File: src/design/network_pkg.sv
`default_nettype none

package network_pkg;

    // stream geometry
    localparam int AXIS_DATA_W = 64;               // one 64-bit word per beat
    localparam int AXIS_KEEP_W = AXIS_DATA_W / 8;  // byte enables

    typedef logic [AXIS_DATA_W-1:0] axis_data_t;
    typedef logic [AXIS_KEEP_W-1:0] axis_keep_t;

    // framing rules for the tx side
    localparam int         MIN_FRAME_WORDS = 8;      // shortest frame on the wire
    localparam axis_keep_t MIN_LAST_KEEP   = 8'h0F;  // four low bytes on word eight

    // tx padder
    typedef enum logic {
        PAD_PASS,  // forward input words
        PAD_FILL   // emit zero words up to word eight
    } pad_state_e;

    // rx filter
    typedef enum logic {
        FLT_STORE,   // frame goes into the buffer
        FLT_DISCARD  // oversized, skip to last beat
    } filter_state_e;

endpackage

`default_nettype wire

File: src/design/axis_fifo.sv
`timescale 1ns/1ps
`default_nettype none

module axis_fifo
    import network_pkg::*;
#(
    parameter int DEPTH = 16  // power of two
) (
    input  logic       sys_reset,   // clock
    input  logic       net_clk,     // async reset
    input  logic       core_reset,  // sync clear
    input  axis_data_t s_tdata,
    input  axis_keep_t s_tkeep,
    input  logic       s_tlast,
    input  logic       s_tvalid,
    output logic       s_tready,
    output axis_data_t m_tdata,
    output axis_keep_t m_tkeep,
    output logic       m_tlast,
    output logic       m_tvalid,
    input  logic       m_tready
);

    localparam int          AW     = $clog2(DEPTH);
    localparam logic [AW:0] FULL_N = (AW+1)'(DEPTH);

    axis_data_t    mem_data [DEPTH];
    axis_keep_t    mem_keep [DEPTH];
    logic          mem_last [DEPTH];
    logic [AW-1:0] wr_ptr;
    logic [AW-1:0] rd_ptr;
    logic [AW:0]   count;   // words held
    logic          wr_en;
    logic          rd_en;

    assign s_tready = (count != FULL_N);  // back-pressure when full
    assign m_tvalid = (count != '0);
    assign wr_en    = s_tvalid && s_tready;
    assign rd_en    = m_tvalid && m_tready;

    // fall-through read of the head
    assign m_tdata = mem_data[rd_ptr];
    assign m_tkeep = mem_keep[rd_ptr];
    assign m_tlast = mem_last[rd_ptr];

    always_ff @(posedge sys_reset or posedge net_clk) begin
        if (net_clk) begin
            wr_ptr <= '0;
            rd_ptr <= '0;
            count  <= '0;
        end else if (core_reset) begin
            wr_ptr <= '0;
            rd_ptr <= '0;
            count  <= '0;
        end else begin
            if (wr_en) begin
                wr_ptr <= wr_ptr + 1'b1;  // wraps at DEPTH
            end
            if (rd_en) begin
                rd_ptr <= rd_ptr + 1'b1;
            end
            case ({wr_en, rd_en})
                2'b10:   count <= count + 1'b1;
                2'b01:   count <= count - 1'b1;
                default: count <= count;  // both or neither
            endcase
        end
    end

    always_ff @(posedge sys_reset) begin
        if (wr_en) begin
            mem_data[wr_ptr] <= s_tdata;
            mem_keep[wr_ptr] <= s_tkeep;
            mem_last[wr_ptr] <= s_tlast;
        end
    end

    a_count: assert property (@(posedge sys_reset) disable iff (net_clk)
        count <= FULL_N)
        else $error("tx fifo count above depth");

endmodule

`default_nettype wire

File: src/design/core_reset_sync.sv
`timescale 1ns/1ps
`default_nettype none

module core_reset_sync (
    input  logic sys_reset,          // clock
    input  logic net_clk,            // active high async reset
    input  logic tx_link_reset,
    input  logic rx_link_reset,
    output logic core_reset,         // clear for the datapath
    output logic network_init_done
);

    logic link_reset;   // either side still in reset
    logic reset_meta;   // first stage

    assign link_reset = tx_link_reset | rx_link_reset;

    // a link reset sets both stages so init done drops at once
    // release walks through the two flops
    always_ff @(posedge sys_reset or posedge net_clk) begin
        if (net_clk) begin
            reset_meta <= 1'b1;
            core_reset <= 1'b1;
        end else begin
            reset_meta <= link_reset;
            core_reset <= reset_meta | link_reset;
        end
    end

    assign network_init_done = ~core_reset;

    // init done stays low for two edges after any link reset
    a_init_drop: assert property (@(posedge sys_reset) disable iff (net_clk)
        (link_reset || $past(link_reset)) |=> !network_init_done)
        else $error("init done high within two cycles of a link reset");

endmodule

`default_nettype wire

File: src/design/network_module.sv
`timescale 1ns/1ps
`default_nettype none

module network_module
    import network_pkg::*;
#(
    parameter int TX_FIFO_DEPTH = 16,
    parameter int RX_FIFO_DEPTH = 32
) (
    input  logic        sys_reset,        // clock
    input  logic        net_clk,          // async reset
    input  logic        tx_link_reset,
    input  logic        rx_link_reset,
    output logic        network_init_done,
    // tx from user
    input  axis_data_t  s_axis_tdata,
    input  axis_keep_t  s_axis_tkeep,
    input  logic        s_axis_tvalid,
    input  logic        s_axis_tlast,
    output logic        s_axis_tready,
    // tx to mac
    output axis_data_t  tx_axis_tdata,
    output axis_keep_t  tx_axis_tkeep,
    output logic        tx_axis_tvalid,
    output logic        tx_axis_tlast,
    input  logic        tx_axis_tready,
    // rx from mac, no ready
    input  axis_data_t  rx_axis_tdata,
    input  axis_keep_t  rx_axis_tkeep,
    input  logic        rx_axis_tvalid,
    input  logic        rx_axis_tlast,
    input  logic        rx_axis_tuser,
    // rx to user
    output axis_data_t  m_axis_tdata,
    output axis_keep_t  m_axis_tkeep,
    output logic        m_axis_tvalid,
    output logic        m_axis_tlast,
    input  logic        m_axis_tready,
    output logic [15:0] rx_drop_count
);

    if ((TX_FIFO_DEPTH & (TX_FIFO_DEPTH - 1)) != 0 ||
        (RX_FIFO_DEPTH & (RX_FIFO_DEPTH - 1)) != 0 ||
        RX_FIFO_DEPTH < MIN_FRAME_WORDS) begin : g_bad_depth
        $error("fifo depths must be powers of two, rx depth at least one min frame");
    end

    logic       core_reset;
    axis_data_t pad_tdata;   // padder to tx fifo
    axis_keep_t pad_tkeep;
    logic       pad_tvalid;
    logic       pad_tlast;
    logic       pad_tready;

    core_reset_sync reset_sync_i (
        .sys_reset         (sys_reset),
        .net_clk           (net_clk),
        .tx_link_reset     (tx_link_reset),
        .rx_link_reset     (rx_link_reset),
        .core_reset        (core_reset),
        .network_init_done (network_init_done)
    );

    tx_frame_padder tx_pad_i (
        .sys_reset  (sys_reset),
        .net_clk    (net_clk),
        .core_reset (core_reset),
        .s_tdata    (s_axis_tdata),
        .s_tkeep    (s_axis_tkeep),
        .s_tvalid   (s_axis_tvalid),
        .s_tlast    (s_axis_tlast),
        .s_tready   (s_axis_tready),
        .m_tdata    (pad_tdata),
        .m_tkeep    (pad_tkeep),
        .m_tvalid   (pad_tvalid),
        .m_tlast    (pad_tlast),
        .m_tready   (pad_tready)
    );

    axis_fifo #(.DEPTH(TX_FIFO_DEPTH)) tx_fifo_i (
        .sys_reset  (sys_reset),
        .net_clk    (net_clk),
        .core_reset (core_reset),
        .s_tdata    (pad_tdata),
        .s_tkeep    (pad_tkeep),
        .s_tlast    (pad_tlast),
        .s_tvalid   (pad_tvalid),
        .s_tready   (pad_tready),
        .m_tdata    (tx_axis_tdata),
        .m_tkeep    (tx_axis_tkeep),
        .m_tlast    (tx_axis_tlast),
        .m_tvalid   (tx_axis_tvalid),
        .m_tready   (tx_axis_tready)
    );

    rx_frame_filter #(.DEPTH(RX_FIFO_DEPTH)) rx_filter_i (
        .sys_reset  (sys_reset),
        .net_clk    (net_clk),
        .core_reset (core_reset),
        .rx_tdata   (rx_axis_tdata),
        .rx_tkeep   (rx_axis_tkeep),
        .rx_tvalid  (rx_axis_tvalid),
        .rx_tlast   (rx_axis_tlast),
        .rx_tuser   (rx_axis_tuser),
        .m_tdata    (m_axis_tdata),
        .m_tkeep    (m_axis_tkeep),
        .m_tlast    (m_axis_tlast),
        .m_tvalid   (m_axis_tvalid),
        .m_tready   (m_axis_tready),
        .drop_count (rx_drop_count)
    );

endmodule

`default_nettype wire

File: src/design/rx_frame_filter.sv
`timescale 1ns/1ps
`default_nettype none

module rx_frame_filter
    import network_pkg::*;
#(
    parameter int DEPTH = 32  // power of two
) (
    input  logic        sys_reset,   // clock
    input  logic        net_clk,     // async reset
    input  logic        core_reset,  // sync clear
    input  axis_data_t  rx_tdata,
    input  axis_keep_t  rx_tkeep,
    input  logic        rx_tvalid,
    input  logic        rx_tlast,
    input  logic        rx_tuser,    // error flag, last beat only
    output axis_data_t  m_tdata,
    output axis_keep_t  m_tkeep,
    output logic        m_tlast,
    output logic        m_tvalid,
    input  logic        m_tready,
    output logic [15:0] drop_count
);

    localparam int          AW     = $clog2(DEPTH);
    localparam logic [AW:0] FULL_N = (AW+1)'(DEPTH);

    axis_data_t    mem_data [DEPTH];
    axis_keep_t    mem_keep [DEPTH];
    logic          mem_last [DEPTH];
    filter_state_e state;
    logic [AW:0]   wr_ptr;      // speculative, extra wrap bit
    logic [AW:0]   commit_ptr;  // end of last good frame
    logic [AW:0]   rd_ptr;
    logic [AW:0]   used;        // words held, incl. uncommitted
    logic          full;
    logic          store_en;
    logic          rd_en;

    assign used     = wr_ptr - rd_ptr;
    assign full     = (used == FULL_N);
    assign store_en = !core_reset && rx_tvalid && (state == FLT_STORE) && !full;
    assign m_tvalid = (rd_ptr != commit_ptr);  // only committed words leave
    assign rd_en    = m_tvalid && m_tready;

    assign m_tdata = mem_data[rd_ptr[AW-1:0]];
    assign m_tkeep = mem_keep[rd_ptr[AW-1:0]];
    assign m_tlast = mem_last[rd_ptr[AW-1:0]];

    always_ff @(posedge sys_reset or posedge net_clk) begin
        if (net_clk) begin
            state      <= FLT_STORE;
            wr_ptr     <= '0;
            commit_ptr <= '0;
            rd_ptr     <= '0;
            drop_count <= '0;
        end else if (core_reset) begin
            state      <= FLT_STORE;
            wr_ptr     <= '0;
            commit_ptr <= '0;
            rd_ptr     <= '0;
            drop_count <= '0;
        end else begin
            if (rd_en) begin
                rd_ptr <= rd_ptr + 1'b1;
            end
            if (rx_tvalid) begin
                case (state)
                    FLT_STORE: begin
                        if (full) begin
                            wr_ptr <= commit_ptr;  // oversized, give space back now
                            if (rx_tlast) begin
                                drop_count <= drop_count + 1'b1;
                            end else begin
                                state <= FLT_DISCARD;
                            end
                        end else if (rx_tlast && rx_tuser) begin
                            wr_ptr     <= commit_ptr;  // bad frame, rewind
                            drop_count <= drop_count + 1'b1;
                        end else if (rx_tlast) begin
                            wr_ptr     <= wr_ptr + 1'b1;
                            commit_ptr <= wr_ptr + 1'b1;  // good frame visible
                        end else begin
                            wr_ptr <= wr_ptr + 1'b1;
                        end
                    end
                    FLT_DISCARD: begin
                        if (rx_tlast) begin
                            drop_count <= drop_count + 1'b1;
                            state      <= FLT_STORE;
                        end
                    end
                    default: state <= FLT_STORE;
                endcase
            end
        end
    end

    always_ff @(posedge sys_reset) begin
        if (store_en) begin
            mem_data[wr_ptr[AW-1:0]] <= rx_tdata;
            mem_keep[wr_ptr[AW-1:0]] <= rx_tkeep;
            mem_last[wr_ptr[AW-1:0]] <= rx_tlast;
        end
    end

    // read side never runs ahead of the commit point
    a_rd_commit: assert property (@(posedge sys_reset) disable iff (net_clk)
        (commit_ptr - rd_ptr) <= FULL_N)
        else $error("rx read pointer passed commit pointer");

endmodule

`default_nettype wire

File: src/design/tx_frame_padder.sv
`timescale 1ns/1ps
`default_nettype none

module tx_frame_padder
    import network_pkg::*;
(
    input  logic       sys_reset,   // clock
    input  logic       net_clk,     // async reset
    input  logic       core_reset,  // sync clear
    input  axis_data_t s_tdata,
    input  axis_keep_t s_tkeep,
    input  logic       s_tvalid,
    input  logic       s_tlast,
    output logic       s_tready,
    output axis_data_t m_tdata,
    output axis_keep_t m_tkeep,
    output logic       m_tvalid,
    output logic       m_tlast,
    input  logic       m_tready
);

    localparam int               CNT_W    = $clog2(MIN_FRAME_WORDS + 1);
    localparam logic [CNT_W-1:0] LAST_IDX = CNT_W'(MIN_FRAME_WORDS - 1);  // index of word eight
    localparam logic [CNT_W-1:0] SAT_CNT  = CNT_W'(MIN_FRAME_WORDS);      // counter stops here

    pad_state_e       state;
    logic [CNT_W-1:0] word_cnt;     // words sent in this frame
    logic             out_free;     // output stage can take a word
    logic             in_fire;
    logic             fill_fire;
    logic             at_word8;     // next word is word eight
    logic             short_frame;  // last before word eight
    logic             thin_last;    // word eight with too few bytes
    axis_data_t       keep_mask;    // clears the bytes added to keep

    assign out_free    = !m_tvalid || m_tready;
    assign s_tready    = !core_reset && (state == PAD_PASS) && out_free;
    assign in_fire     = s_tvalid && s_tready;
    assign fill_fire   = !core_reset && (state == PAD_FILL) && out_free;
    assign at_word8    = (word_cnt == LAST_IDX);
    assign short_frame = (word_cnt < LAST_IDX);
    assign thin_last   = s_tlast && at_word8 && (s_tkeep < MIN_LAST_KEEP);

    always_comb begin
        for (int i = 0; i < AXIS_KEEP_W; i++) begin
            // zero only where keep gets widened
            keep_mask[i*8 +: 8] = (s_tkeep[i] || !MIN_LAST_KEEP[i]) ? 8'hFF : 8'h00;
        end
    end

    always_ff @(posedge sys_reset or posedge net_clk) begin
        if (net_clk) begin
            state    <= PAD_PASS;
            word_cnt <= '0;
            m_tvalid <= 1'b0;
        end else if (core_reset) begin
            state    <= PAD_PASS;
            word_cnt <= '0;
            m_tvalid <= 1'b0;
        end else begin
            if (in_fire || fill_fire) begin
                m_tvalid <= 1'b1;
            end else if (m_tready) begin
                m_tvalid <= 1'b0;  // word taken, nothing new
            end

            if (in_fire) begin
                if (s_tlast && short_frame) begin
                    state    <= PAD_FILL;  // pad the rest
                    word_cnt <= word_cnt + 1'b1;
                end else if (s_tlast) begin
                    word_cnt <= '0;        // frame done
                end else if (word_cnt != SAT_CNT) begin
                    word_cnt <= word_cnt + 1'b1;
                end
            end else if (fill_fire) begin
                if (at_word8) begin
                    state    <= PAD_PASS;
                    word_cnt <= '0;
                end else begin
                    word_cnt <= word_cnt + 1'b1;
                end
            end
        end
    end

    // output payload, loaded together with valid
    always_ff @(posedge sys_reset) begin
        if (in_fire) begin
            m_tdata <= thin_last ? (s_tdata & keep_mask) : s_tdata;
            m_tkeep <= thin_last ? MIN_LAST_KEEP : s_tkeep;
            m_tlast <= s_tlast && !short_frame;  // early last moves to word eight
        end else if (fill_fire) begin
            m_tdata <= '0;
            m_tkeep <= '1;        // full padding word
            m_tlast <= at_word8;
        end
    end

    a_hold: assert property (@(posedge sys_reset) disable iff (net_clk || core_reset)
        m_tvalid && !m_tready |=> m_tvalid && $stable(m_tdata) && $stable(m_tkeep)
                                  && $stable(m_tlast))
        else $error("padder output changed while stalled");

endmodule

`default_nettype wire

File: config.mk
export PLATFORM = sky130hd
export DESIGN_NAME = network_module
export DESIGN_NICKNAME = d
export VERILOG_FILES = /design/src/design/network_pkg.sv /design/src/design/axis_fifo.sv /design/src/design/core_reset_sync.sv /design/src/design/network_module.sv /design/src/design/rx_frame_filter.sv /design/src/design/tx_frame_padder.sv
export SDC_FILE = /design/constraint.sdc
export NUM_CORES = 2
export LEC_CHECK = 0
export ABC_CLOCK_PERIOD_IN_PS = 9280
export BUFFER_PORTS_ARGS = -buffer_cell sky130_fd_sc_hd__clkbuf_2
export CAP_MARGIN = 20
export CORE_ASPECT_RATIO = 0.8
export CORE_MARGIN = 10
export CORE_UTILIZATION = 62
export DETAILED_ROUTE_END_ITERATION = 10
export PLACE_DENSITY = 0.85
export SYNTH_ARGS = -nofsm -noshare
export SYNTH_HDL_FRONTEND = slang
export SYNTH_HIERARCHICAL = 1
export SYNTH_SLANG_ARGS = --single-unit
File: constraint.sdc
create_clock -name sys_reset -period 9.28 [get_ports sys_reset]
set_input_delay 1.392 -clock sys_reset [delete_from_list [all_inputs] [get_ports sys_reset]]
set_output_delay 1.392 -clock sys_reset [all_outputs]
set_load 0.02 [all_outputs]
==> flow_metrics.env <==
export IMPL_run_status="finished, final reports clean"
export IMPL_io_buffers=320
export IMPL_yosysMostFrequentCell="edfxtp_1"
export IMPL_seq_area_frac_synth_pct=78.3
export IMPL_cts_resized=0
export IMPL_post_cts_setup_buffer_count=0
export IMPL_ys_warnings_count=6
export IMPL_drt_iter0_markers=13605
export IMPL_peakVddDrop_v=0.000208
export IMPL_wl_um=421000
export IMPL_clock_skew_ns=0.0603
export IMPL_synth_top_cell_area_share_pct=77.3
export IMPL_wl_per_cell_um=42.9
export IMPL_synth_area_leaders="edfxtp_1 (77%), mux4_2 (14%), mux2i_1 (1.8%)"
export IMPL_critPathArrivalTime_ns=5.87
export IMPL_start_util_pct=62.3
export IMPL_root_buffer="clkbuf_16"
export IMPL_setup_tns_ns=0
export IMPL_ant_nets=0
export IMPL_grt_pass1_wl_um=582000
export IMPL_clock_fmax_mhz=138
export IMPL_num_io_pins=321
export IMPL_die_w_um=549
export IMPL_nets=6748
export IMPL_yosys_area_top_type="edfxtp_1"
export IMPL_clock_path_buffers=4
export IMPL_syn_num_nets=6268
export IMPL_synth_cells=6093
export IMPL_synthFlopType="edfxtp_1"
export IMPL_rsz0062_at_grt="false"
export IMPL_cts_sinks=3633
export IMPL_fin_crit_ns=7.27
export IMPL_worst_pin_slew_ns=1.26
export IMPL_dieArea_um2=244000
export IMPL_synth_seq_cells=3633
export IMPL_p_per_area_nw_per_um2=207
export IMPL_layout_area_overhead_vs_synth_pct=11.6
export IMPL_clock_latency_ns=0.89
export IMPL_grt_pass1_vias=75828
export IMPL_required_ns=7.89
export IMPL_place_congestion=0.807
export IMPL_post_route_period_util_pct=78.3
export IMPL_coreArea_um2=223000
export IMPL_cts_buffers=333
export IMPL_setup_worst_path_start="rx_filter_i/rd_ptr[1]$_DFFE_PP0P_"
export IMPL_grt_max_degree=155
export IMPL_drc_errors=0
export IMPL_startpoint_type="register"
export IMPL_reg2reg_from="rx_filter_i/rd_ptr[1]$_DFFE_PP0P_"
export IMPL_drv_slew=0
export IMPL_grt_overflow_total=0
export IMPL_die_h_um=443
export IMPL_cp_max_fo=63
export IMPL_dp_hpwl_um=191000
export IMPL_antenna_found_initial=47
export IMPL_synth_edf_count=3577
export IMPL_final_util_pct=69.5
export IMPL_nFillCells=11863
export IMPL_maxSlewHeadroom_pct=15.9
export IMPL_yosysUniqueCellTypes=83
export IMPL_vias=74349
export IMPL_leakage_nw=46.9
export IMPL_cts_tree="yes"
export IMPL_synth_common_cells="edfxtp_1 (3,577), mux4_2 (880), mux2i_1 (247)"
export IMPL_hold_buffers=0
export IMPL_cts_clk_slew_worst_paths_ns=0.06
export IMPL_cap_viol_max_count=0
export IMPL_crit_type="register to primary output"
export IMPL_cts_htree_levels=5
export IMPL_first_pass_iters=9
export IMPL_setup_viol=0
export IMPL_fp_row_count=155
export IMPL_endpoint_kind="primary output"
export IMPL_syn_cell_area_um2=139000
export IMPL_drive_above_1_share_pct=28.0
export IMPL_hold_class="input port to async pin"
export IMPL_hold_violations=0
export IMPL_track_usage_pct=33.8
export IMPL_async_flop_share_pct=1.54
export IMPL_avgSynthCellArea_um2=22.8
export IMPL_viasPerCell=7.57
-- path summary, 6_finish.rpt --
check / depth (start not counted) / end / slack, ns
setup / recovery: 8 / m_axis_tdata[38] / 2.01
hold / removal: 2 / tx_pad_i/word_cnt[0]$_DFFE_PP0P_ / 0.48
setup reg to reg: 11 / rx_filter_i/mem_data[8][0]$_DFFE_PP_ / 2.82
hold reg to reg: 1 / tx_pad_i/word_cnt[2]$_DFFE_PP0P_ / 0.54
max in group asynchronous: 3 / rx_filter_i/rd_ptr[1]$_DFFE_PP0P_ / 8.19
min in group sys_reset: 1 / tx_pad_i/word_cnt[2]$_DFFE_PP0P_ / 0.54
-- through the flow --
step                total power [mW]  instances  cell area [um2]  setup slack, ns  hold slack, ns
floorplan                       18.4       6093           139000             2.51           0.498
global placement                18.6       9216           144000             3.23           0.529
detailed placement              18.6       9216           144000             3.13           0.536
CTS                             32.1       9796           155000             2.24           0.435
global route                    32.7       9814           155000             2.14           0.472
finish                          32.2       9820           155000             2.01           0.475
-- cell type report --
| type | count | area, um2 | share of cell area (%) |
|---|---|---|---|
| antenna | 19 | 47.5 | 0.0307 |
| clock buffer | 417 | 8950 | 5.77 |
| clock inverter | 163 | 1600 | 1.03 |
| inverter | 26 | 103 | 0.0662 |
| multi-input combinational | 2108 | 28900 | 18.6 |
| sequential | 3633 | 109000 | 70.2 |
| tap | 2983 | 3730 | 2.41 |
| timing repair buffer | 471 | 2910 | 1.88 |
-- metal layers --
metal / global-route usage (%) / vias to the layer above / part of all wire (%)
met3: 7.57 / 1954 / 14
met4: 21.3 / 36 / 8.4
met1: 41.3 / 37371 / 29
met5: 0 / - / 0.064
met2: 55.0 / 8053 / 49
li1: - / 26935 / -
-- state kept, by name, indices dropped and copies added (netlist names), 4 cells and up --
register,cells
tx_fifo_i/mem_last,16
tx_fifo_i/wr_ptr,4
rx_filter_i/wr_ptr,6
tx_pad_i/m_tkeep,8
rx_filter_i/drop_count,16
tx_fifo_i/mem_keep,128
tx_fifo_i/count,5
tx_fifo_i/mem_data,1024
rx_filter_i/rd_ptr,6
rx_filter_i/mem_last,32
tx_pad_i/word_cnt,4
rx_filter_i/commit_ptr,6
tx_fifo_i/rd_ptr,4
rx_filter_i/mem_keep,256
rx_filter_i/mem_data,2048
tx_pad_i/m_tdata,64
-- report_power, final --
group,internal (mW),leakage (nW),switching [mW]
clock network,7.66,5.14,6.26
registers,17.9,32.9,0.0157
logic,0.0537,8.82,0.233
total,25.7,46.9,6.51
-- cells in the final DEF, fill, tap and decap left out, types with 29 or more instances in the layout --
| master | instances |
|---|---|
| o21ai_0 | 108 |
| dfrtp_1 | 45 |
| nor2_4 | 44 |
| o221ai_1 | 140 |
| mux2i_1 | 247 |
| and2_1 | 67 |
| edfxtp_1 | 3577 |
| clkbuf_2 | 320 |
| clkinv_1 | 58 |
| bufinv_16 | 29 |
| clkinv_2 | 48 |
| nand2_1 | 140 |
| o31ai_1 | 31 |
| buf_4 | 138 |
| o22ai_1 | 71 |
| mux4_2 | 880 |
| clkbuf_16 | 345 |
| clkbuf_1 | 67 |
| nor2_1 | 52 |
| a21oi_1 | 83 |
-- worst max-delay path, cell delays in order (launching register included) --
cell and delay, ns:
dfrtp_4 1.00, buf_4 1.01, buf_4 0.88, mux4_2 0.40, o21ai_0 0.08, nand2_1 0.12, o221ai_1 0.12, o21ai_0 0.87
clkbuf_2 0.33
-- kinds of logic (layout without fill, tap and decap cells) --
kind of cell             Yosys count  in the layout  share of synthesized area (%)
AO/OA/AOI/OAI                    510            510                           2.57
XOR/XNOR                          24             24                          0.151
adder cells (fa/ha/maj)           20             20                          0.180
buffers and inverters            352           1077                           1.22
flip-flops                      3633           3633                           78.3
multiplexers                    1129           1129                           16.1
other                              0             19                              0
AND/OR/NAND/NOR                  425            425                           1.53
Power figures use the tool's default switching activity.
